--- config.mk ---
export PLATFORM = sky130hd
export DESIGN_NAME = decodeStage
export DESIGN_NICKNAME = d
export VERILOG_FILES = /design/src/logic/gpuPkg.sv /design/src/logic/decodeLatch.sv /design/src/logic/decodeStage.sv /design/src/logic/instrDecoder.sv /design/src/logic/pcRedirect.sv
export VERILOG_INCLUDE_DIRS = /design/src /design/src/include
export SDC_FILE = /design/constraint.sdc
export NUM_CORES = 1
export LEC_CHECK = 0
export CAP_MARGIN = 20
export CORE_AREA = 2 2 266 268
export CTS_CLUSTER_DIAMETER = 40
export DETAILED_ROUTE_END_ITERATION = 8
export DIE_AREA = 0 0 268 270
export DONT_BUFFER_PORTS = 1
export GPL_TIMING_DRIVEN = 0
export PLACE_DENSITY_LB_ADDON = 0.08
export REMOVE_ABC_BUFFERS = 1
export SLEW_MARGIN = 20
export SYNTH_ARGS = -nofsm -noshare
export SYNTH_HDL_FRONTEND = slang
export SYNTH_SLANG_ARGS = --single-unit
--- constraint.sdc ---
create_clock -name clk -period 6.2 [get_ports clk]
set_input_delay 0.62 -clock clk [delete_from_list [all_inputs] [get_ports clk]]
set_output_delay 0.62 -clock clk [all_outputs]
set_load 0.1 [all_outputs]
--- src/include/gpu_macros.svh ---
`ifndef GPU_MACROS_SVH
`define GPU_MACROS_SVH

// Warps per SIMT core
`define NUM_WARPS 8

// Instruction and address word width
`define INSTR_W 32

// Register file has 32 entries
`define REG_IDX_W 5

// Raw I-format immediate
`define IMM_W 16

`endif

--- src/logic/gpuPkg.sv ---
`default_nettype none
`include "gpu_macros.svh"

package gpuPkg;

	typedef logic [`NUM_WARPS-1:0] warpMask; // One-hot warp select or zero
	typedef logic [`INSTR_W-1:0]   instrWord;
	typedef logic [`INSTR_W-1:0]   addrWord; // PC or branch target
	typedef logic [`REG_IDX_W-1:0] regIdx;
	typedef logic [`IMM_W-1:0]     immField; // Not sign extended here

	typedef enum logic [3:0] {
		aluAdd  = 4'd0,
		aluSub  = 4'd1,
		aluMul  = 4'd2,
		aluAnd  = 4'd3,
		aluOr   = 4'd4,
		aluXor  = 4'd5,
		aluShr  = 4'd6,
		aluShl  = 4'd7,
		aluNone = 4'd15 // No ALU work for this instruction
	} aluOp;

	// One fetch slot as delivered by IF
	typedef struct packed {
		addrWord  pcPlus4;
		instrWord instr;
		warpMask  mask2; // Toward the instruction buffer
		warpMask  mask3; // Toward PC and SIMT stack
	} fetchSlot;

	typedef struct packed {
		instrWord instr;
		addrWord  pcPlus4;
		warpMask  ibMask;
		warpMask  simtMask;
		regIdx    src1;
		regIdx    src2;
		regIdx    dst;
		immField  imm;
		logic     regWrite;
		logic     memRead;
		logic     memWrite;
		logic     sharedMem; // LDS or SWS
		logic     isExit;
		logic     src1Valid;
		logic     src2Valid;
		logic     immValid;
		aluOp     alu;
		logic     isBeq;
		logic     isBlt;
		logic     isCall;
		logic     isRet;
		logic     isJmp;
		logic     dotS; // Opcode bit 4
	} decodedInstr;

endpackage

`default_nettype wire

--- src/logic/decodeLatch.sv ---
`timescale 1ns/1ps
`default_nettype none

module decodeLatch (
	input  logic                clk,
	input  logic                reset,
	input  gpuPkg::decodedInstr lane0In,
	input  gpuPkg::decodedInstr lane1In,
	output gpuPkg::decodedInstr lane0Out,
	output gpuPkg::decodedInstr lane1Out
);
	import gpuPkg::*;

	localparam int numLanes = 2;

	decodedInstr laneIn  [numLanes];
	decodedInstr laneReg [numLanes];

	assign laneIn[0] = lane0In;
	assign laneIn[1] = lane1In;

	// New pair every clock, no stall path
	always_ff @(posedge clk) begin
		for (int i = 0; i < numLanes; i++) begin
			laneReg[i] <= laneIn[i];
			if (reset) begin
				// Zero masks make every other field a don't-care
				laneReg[i].ibMask   <= '0;
				laneReg[i].simtMask <= '0;
			end
		end
	end

	assign lane0Out = laneReg[0];
	assign lane1Out = laneReg[1];

endmodule

`default_nettype wire

--- src/logic/decodeStage.sv ---
`timescale 1ns/1ps
`default_nettype none
`include "gpu_macros.svh"

module decodeStage (
	input  logic                clk,
	input  logic                reset,
	input  gpuPkg::fetchSlot    fetch0,
	input  gpuPkg::fetchSlot    fetch1,
	output gpuPkg::decodedInstr issue0, // To I-buffer and SIMT stack
	output gpuPkg::decodedInstr issue1,
	output gpuPkg::warpMask     pcUpdateMask,
	output gpuPkg::warpMask     pcValidMask,
	output gpuPkg::addrWord     pcTarget [`NUM_WARPS]
);
	import gpuPkg::*;

	decodedInstr decoded0;
	decodedInstr decoded1;

	instrDecoder decoder0 (
		.slot    (fetch0),
		.decoded (decoded0)
	);

	instrDecoder decoder1 (
		.slot    (fetch1),
		.decoded (decoded1)
	);

	// Call and jump redirect toward the PC unit
	pcRedirect redirect (
		.clk          (clk),
		.reset        (reset),
		.lane0        (decoded0),
		.lane1        (decoded1),
		.pcUpdateMask (pcUpdateMask),
		.pcValidMask  (pcValidMask),
		.pcTarget     (pcTarget)
	);

	decodeLatch latch (
		.clk      (clk),
		.reset    (reset),
		.lane0In  (decoded0),
		.lane1In  (decoded1),
		.lane0Out (issue0),
		.lane1Out (issue1)
	);

endmodule

`default_nettype wire

--- src/logic/instrDecoder.sv ---
`timescale 1ns/1ps
`default_nettype none
`include "gpu_macros.svh"

module instrDecoder (
	input  gpuPkg::fetchSlot    slot,
	output gpuPkg::decodedInstr decoded
);
	import gpuPkg::*;

	// Opcode keys are {op[5], op[3:0]} so the .S bit drops out
	localparam logic [4:0] keyInteger = 5'b0_0000;
	localparam logic [4:0] keyAddi    = 5'b0_1000;
	localparam logic [4:0] keyAndi    = 5'b0_1100;
	localparam logic [4:0] keyOri     = 5'b0_1101;
	localparam logic [4:0] keyXori    = 5'b0_1110;
	localparam logic [4:0] keyLd      = 5'b1_0011;
	localparam logic [4:0] keyLds     = 5'b1_0111;
	localparam logic [4:0] keySw      = 5'b1_1011;
	localparam logic [4:0] keySws     = 5'b1_1111;
	localparam logic [4:0] keyBeq     = 5'b0_0100;
	localparam logic [4:0] keyBlt     = 5'b0_0111;
	localparam logic [4:0] keyCall    = 5'b0_0011;
	localparam logic [4:0] keyRet     = 5'b0_0110;
	localparam logic [4:0] keyJmp     = 5'b0_0010;
	localparam logic [4:0] keyExit    = 5'b1_0001;

	// R-type funct codes
	localparam logic [5:0] functAdd = 6'b100000;
	localparam logic [5:0] functSub = 6'b100010;
	localparam logic [5:0] functMul = 6'b011000;
	localparam logic [5:0] functAnd = 6'b100100;
	localparam logic [5:0] functOr  = 6'b100101;
	localparam logic [5:0] functXor = 6'b100110;
	localparam logic [5:0] functShr = 6'b000010;
	localparam logic [5:0] functShl = 6'b000000;

	logic [5:0] opcode;
	logic [4:0] opKey;
	logic [5:0] funct;
	regIdx      rs;
	regIdx      rt;
	regIdx      rd;

	logic isInteger;
	logic isAddi;
	logic isAndi;
	logic isOri;
	logic isXori;
	logic isLd;
	logic isLds;
	logic isSw;
	logic isSws;
	logic isBeq;
	logic isBlt;
	logic isCall;
	logic isRet;
	logic isJmp;
	logic isExit;
	logic immAlu;
	logic isLoad;
	logic isStore;

	aluOp immOp;
	aluOp functOp;

	assign opcode = slot.instr[31:26];
	assign rs     = slot.instr[25:21];
	assign rt     = slot.instr[20:16];
	assign rd     = slot.instr[15:11];
	assign funct  = slot.instr[5:0];
	assign opKey  = {opcode[5], opcode[3:0]};

	assign isInteger = (opKey == keyInteger);
	assign isAddi    = (opKey == keyAddi);
	assign isAndi    = (opKey == keyAndi);
	assign isOri     = (opKey == keyOri);
	assign isXori    = (opKey == keyXori);
	assign isLd      = (opKey == keyLd);
	assign isLds     = (opKey == keyLds);
	assign isSw      = (opKey == keySw);
	assign isSws     = (opKey == keySws);
	assign isBeq     = (opKey == keyBeq);
	assign isBlt     = (opKey == keyBlt);
	assign isCall    = (opKey == keyCall);
	assign isRet     = (opKey == keyRet);
	assign isJmp     = (opKey == keyJmp);
	assign isExit    = (opKey == keyExit);

	assign immAlu  = isAddi || isAndi || isOri || isXori;
	assign isLoad  = isLd || isLds;
	assign isStore = isSw || isSws;

	always_comb begin
		case (opKey)
			keyAddi: immOp = aluAdd;
			keyAndi: immOp = aluAnd;
			keyOri:  immOp = aluOr;
			keyXori: immOp = aluXor;
			default: immOp = aluNone;
		endcase
	end

	always_comb begin
		case (funct)
			functAdd: functOp = aluAdd;
			functSub: functOp = aluSub;
			functMul: functOp = aluMul;
			functAnd: functOp = aluAnd;
			functOr:  functOp = aluOr;
			functXor: functOp = aluXor;
			functShr: functOp = aluShr;
			functShl: functOp = aluShl;
			default:  functOp = aluNone;
		endcase
	end

	always_comb begin
		decoded.instr    = slot.instr;
		decoded.pcPlus4  = slot.pcPlus4;
		decoded.ibMask   = slot.mask2;
		decoded.simtMask = slot.mask3;

		decoded.src1 = rs;
		decoded.src2 = rt;
		decoded.dst  = (isLoad || immAlu) ? rt : rd; // I-format writes rt
		decoded.imm  = slot.instr[`IMM_W-1:0];

		decoded.regWrite  = isInteger || immAlu || isLoad;
		decoded.memRead   = isLoad;
		decoded.memWrite  = isStore;
		decoded.sharedMem = isLds || isSws;
		decoded.isExit    = isExit;
		decoded.src1Valid = isInteger || immAlu || isLoad || isStore || isBeq || isBlt;
		decoded.src2Valid = isInteger || isStore || isBeq || isBlt; // Stores read rt as data
		decoded.immValid  = immAlu;

		decoded.alu = immAlu ? immOp : functOp;

		decoded.isBeq  = isBeq;
		decoded.isBlt  = isBlt;
		decoded.isCall = isCall;
		decoded.isRet  = isRet;
		decoded.isJmp  = isJmp;
		decoded.dotS   = opcode[4];
	end

endmodule

`default_nettype wire

--- src/logic/pcRedirect.sv ---
`timescale 1ns/1ps
`default_nettype none
`include "gpu_macros.svh"

module pcRedirect (
	input  logic                clk,
	input  logic                reset,
	input  gpuPkg::decodedInstr lane0,
	input  gpuPkg::decodedInstr lane1,
	output gpuPkg::warpMask     pcUpdateMask,
	output gpuPkg::warpMask     pcValidMask,
	output gpuPkg::addrWord     pcTarget [`NUM_WARPS]
);
	import gpuPkg::*;

	// J-format target below the 6-bit opcode
	localparam int targetW = `INSTR_W - 6;

	logic    redirect0;
	logic    redirect1;
	warpMask hit0;
	warpMask hit1;
	addrWord target0;
	addrWord target1;

	assign redirect0 = lane0.isCall || lane0.isJmp;
	assign redirect1 = lane1.isCall || lane1.isJmp;

	// Warps this slot sends to a new PC
	assign hit0 = redirect0 ? lane0.simtMask : '0;
	assign hit1 = redirect1 ? lane1.simtMask : '0;

	assign target0 = addrWord'(lane0.instr[targetW-1:0]); // Zero extended
	assign target1 = addrWord'(lane1.instr[targetW-1:0]);

	always_ff @(posedge clk) begin
		if (reset) begin
			pcUpdateMask <= '0;
			pcValidMask  <= '0;
		end else begin
			pcUpdateMask <= hit0 | hit1;
			pcValidMask  <= lane0.simtMask | lane1.simtMask;
		end
	end

	// Untouched warps keep their last target
	always_ff @(posedge clk) begin
		for (int w = 0; w < `NUM_WARPS; w++) begin
			if (hit1[w]) begin
				pcTarget[w] <= target1; // Slot 1 wins a shared warp
			end else if (hit0[w]) begin
				pcTarget[w] <= target0;
			end
		end
	end

endmodule

`default_nettype wire

=== After elaboration in Yosys (flattened, before gate mapping) ===
Memory sizes are Yosys's and may differ from the RTL's.
Index checks and enable logic that the tools add are counted.

* Eq/ne operators: 42
* Mux-type cells: 32
* Bitwise logic cells: 6
* Reductions and logical operators: 44

{| class="wikitable"
|+ Operators by type and width
! operator !! count
|-
| 2-to-1 mux 26 bit || 16
|-
| case mux 4 bit (8 select lines) || 2
|-
| == test 6 bit (second input constant) || 10
|-
| == test 5 bit (second input constant) || 10
|-
| 2-to-1 mux 8 bit || 6
|-
| == test 5 x 4 -> 1 bit (second input constant) || 8
|-
| logical OR 1 bit || 32
|-
| case mux 4 bit (4 select lines) || 2
|-
| == test 5 x 3 -> 1 bit (second input constant) || 6
|-
| == test 5 x 2 -> 1 bit (second input constant) || 4
|-
| OR 8 bit || 2
|-
| nonzero test 2 bit || 8
|-
| == test 6 x 2 -> 1 bit (second input constant) || 2
|-
| == test 6 x 5 -> 1 bit (second input constant) || 2
|-
| zero test 6 bit || 2
|-
| zero test 5 bit || 2
|-
| 2-to-1 mux 5 bit || 2
|-
| 2-to-1 mux 4 bit || 2
|-
| OR 1 bit (first input constant) || 4
|-
| 2-to-1 mux 1 bit || 2
|}

* Register bits: 224
* Memory bits (writable): 258
* Input bits: 162
* Output and inout bits: 530
* Word-level logic and storage cells: 135
* Memories kept: 1

{| class="wikitable"
|+ Memories
! memory !! words !! bits a word !! rd ports !! clocked after Yosys merged registers in !! wr ports !! RTL line !! source
|-
| latch.laneReg || 2 || 129 || 2 || 0 || 2 || decodeLatch.sv:17 || <nowiki>decodedInstr laneReg [numLanes];</nowiki>
|}

=== Longest topological paths before layout ===
* Depth after elaboration: 9
* Mapped depth: 7
* Depth with buffers taken out: 4

=== Modules after synthesis ===
A second synthesis with hierarchy kept.

* Cell total of the unflattened synthesis: 1210
* Area, all modules: 18011.0 um^2

{| class="wikitable"
|+ By module, submodules not included
! module !! instances !! cells each !! area an instance (um^2) !! sequential area each (um^2)
|-
| pcRedirect || 1 || 549 || 9915.8 || 6566.3
|-
| decodeLatch || 1 || 293 || 5387.7 || 5165.0
|-
| instrDecoder || 2 || 184 || 1353.8 || 0.0
|}

=== Least setup slack after synthesis ===
Ideal clock, no wire load.

* Path type: in2reg
* Start: input port fetch0[43] in the netlist's numbering
* End: register redirect.pcTarget[0] in the netlist's numbering, enable pin
* Library setup time: 383 ps
* Arrival time: 2097 ps
* Required time: 5817 ps
* Path slack: 3720 ps
* Cell stages on the path: 5
* Path buffers: 1
* Path through: buf_2 > nand2b_1 > nor3_1 > nand2_1 > nand2_1

* Cells in the longest elaborated chain, start to end: 4
* Elaborated cells on any way between the ends: 5
* Classes of those cells: 2 x eq/ne; 1 x mux; 2 x reduce/logical

{| class="wikitable"
|+ Ends and longest elaborated chain
! what !! RTL line !! source
|-
| from (decl) || decodeStage.sv:8 || <nowiki>input gpuPkg::fetchSlot fetch0,</nowiki>
|-
| == test 5 x 2 -> 1 bit, on equally long branches || instrDecoder.sv:85, instrDecoder.sv:87 ||
|-
| logical OR 1 bit * || pcRedirect.sv:26 || <nowiki>assign redirect0 = lane0.isCall || lane0.isJmp;</nowiki>
|-
| 2-to-1 mux 8 bit * || pcRedirect.sv:30 || <nowiki>assign hit0 = redirect0 ? lane0.simtMask : '0;</nowiki>
|-
| nonzero test 2 bit (no source line) * || n/a ||
|-
| to (signal, indexed assignment) || pcRedirect.sv:50 || <nowiki>pcTarget[w] <= target1;</nowiki>
|-
| to (signal, indexed assignment) || pcRedirect.sv:52 || <nowiki>pcTarget[w] <= target0;</nowiki>
|-
| to (decl) || pcRedirect.sv:12 || <nowiki>output gpuPkg::addrWord pcTarget [`NUM_WARPS]</nowiki>
|}

Every way passes the cells marked *; elsewhere a longest branch is shown, timed or not.
A chain may end at the register's enable or synchronous reset.

==> results_dict.tcl <==
set metrics [dict create \
    critPathCaptureType "output pin" \
    diodes 0 \
    totalWireLength_mm 56.2 \
    drt-initial-drc-count 358 \
    core_um2 69500 \
    cts_resized 0 \
    synth_cell_types 50 \
    hp-class "input port to flop" \
    grt_pass1_wl_mm 75.6 \
    path_clk_slew_ns 0.06 \
    mostFrequentLayoutCells "208 x edfxtp_1, 166 x dfxtp_1, 144 x mux2_4, 128 x dlygate4sd3_1, 93 x clkbuf_16" \
    max-clock-path-buffers 3 \
    fmax_mhz 437 \
    startpoint_type "flop" \
    synth_cells 967 \
    grt-ovfl-total 0 \
    power_mw 9.34 \
    vias 8251 \
    max-slew-margin-rel 0.287 \
    cts_root_buffer "clkbuf_16" \
    tns_ns 0 \
    sw_frac_of_total 0.326 \
    rows 97 \
    ios 692 \
    cap_violations 0 \
    wl_met2_mm 28.8 \
    synth_seq_cells 428 \
    post_layout_nonfiller_instances 2104 \
    numClockSinks 428 \
    syn_to_final_growth_pct 29.2 \
    wl_met1_mm 20.9 \
    setup_violations 0 \
    ys_warn_count 0 \
    cts_setup_buffers 0 \
    htree_num_levels 3 \
    crit_arrival_ns 1.67 \
    fillCellCount 6941 \
    dp.cells 1816 \
    grt_start_max_net_pins 41 \
    antenna_found_initial 2 \
    ys.flop_type "dfxtp_1" \
    route.detailed.drc 0 \
    path_class "flop to output pin" \
    rsz0062_at_grt "no" \
    gp_congestion 0.725 \
    fin_crit_sh 0.369 \
    route.top_layer_used "met4" \
    design_area_um2 20600 \
    postRouteAntennaNets 0 \
    die_y_um 270 \
    hpwl_mm 34.9 \
    power.leakage_nw 8.06 \
    grt_usage 0.151 \
    ir_drop_mv 0.212 \
    multi_input_area_um2 4370 \
    maxSlewViolCount 0 \
    comb_power_share 0.045 \
    synthesis.area_um2 16000 \
    hold_violations 0 \
    cts_buffers 85 \
    critPathMaxFanout 2 \
    grt_pass1_vias 9087 \
    die_w_um 268 \
    wire_per_inst_um 26.7 \
    status "completed" \
    via_per_inst 3.92 \
    dr_wl_met3_mm 5.19 \
    first_pass_iters 4 \
    required_ns 5.58 \
    finish.utilization 0.297 \
    p_per_area_nw_per_um2 453 \
    intPower_mw 6.30 \
    syn_avg_cell_area_um2 16.5 \
    initial_core_util 0.230 \
    place_area_um2 16400 \
    fp.dieArea_um2 72400 \
    portBuffers 0 \
    regArea_um2 10700 \
    synth_async_sr_flop_share 0 \
    holdBufCountCts 128 \
    clock_power_share 0.501 \
    tritoncts "yes" \
    synth_edf_count 208 \
    layout_commonest_cell "edfxtp_1" \
    tightest_slew_ns 1.07 \
    seq_area_frac_synth 0.667 \
    switchingPower_mw 3.04 \
    layout-drive-gt1-share 0.397 \
    fin_crit_ns 2.29 \
    final_nets 1253 \
    seqPwrFrac 0.454 \
]
registers in the layout, summed over array words and instances (netlist names):
register and count:
redirect.pcTarget 208, latch.laneReg 204, redirect.pcUpdateMask 8, redirect.pcValidMask 8
synthesized netlist by cell type, types with 5 or more instances:
cell type	n	area (um^2)
nor2b_1	36	225
buf_2	5	25.0
nor3_1	9	45.0
buf_4	102	766
buf_8	8	120
a21oi_1	11	55.1
mux2_4	144	2160
edfxtp_1	208	6250
mux2_2	74	833
or2_2	9	56.3
dfxtp_1	220	4400
nand2b_1	6	37.5
nor2_1	15	56.3
nand2_8	8	160
nand2_1	25	93.8
inv_1	5	18.8
nor4_1	5	31.3
buf_12	9	180
clkbuf_1	17	63.8
through the flow:
step                      setup slack [ns]  hold WS, ns
after floorplan                       3.74        0.648
after global placement                1.94        0.648
after detailed placement              3.20        0.648
after CTS                             3.84       0.0175
after global routing                  3.82       0.0348
final                                 3.91       0.0676
worst paths after layout:
path             startpoint                    to  slack [ns]  cells after the start
max   latch.laneReg[0][103]           issue0[103]        3.91                      0
min                   reset  latch.laneReg[1][61]        0.07                      1
power by group through the flow:
stage	clock (mW)	sequential, mW	combinational (mW)
global route	4.94	4.25	0.446
floorplan	0	4.25	0.300
detailed placement	0	4.30	0.359
global placement	0	4.30	0.351
CTS	4.81	4.25	0.427
finish	4.68	4.24	0.420
cell families after synthesis:
| family | after synthesis | share of synthesized area |
|---|---|---|
| AOI/OAI and AO/OA | 36 | 0.0160 |
| xor gates and xnor gates | 4 | 0.00219 |
| buffers and inverters | 147 | 0.0742 |
| DFF | 428 | 0.667 |
| muxes | 218 | 0.187 |
| other | 1 | 0.000235 |
| and+or+nand+nor | 133 | 0.0533 |
metal layers:
layer	GRT usage	vias to the layer above
met1	0.162	4112
li1	-	3604
met2	0.267	452
met5	0	-
met4	0.0540	0
met3	0.0587	83
cell type report:
type | count | share of cell area
Sequential cell | 428 | 0.519
Multi-Input combinational cell | 439 | 0.212
Clock buffer | 112 | 0.122
Timing Repair Buffer | 132 | 0.0661
Tap cell | 940 | 0.0570
Clock inverter | 48 | 0.0229
Inverter | 5 | 0.000910
No activity file was read; power rests on OpenSTA's default activity.
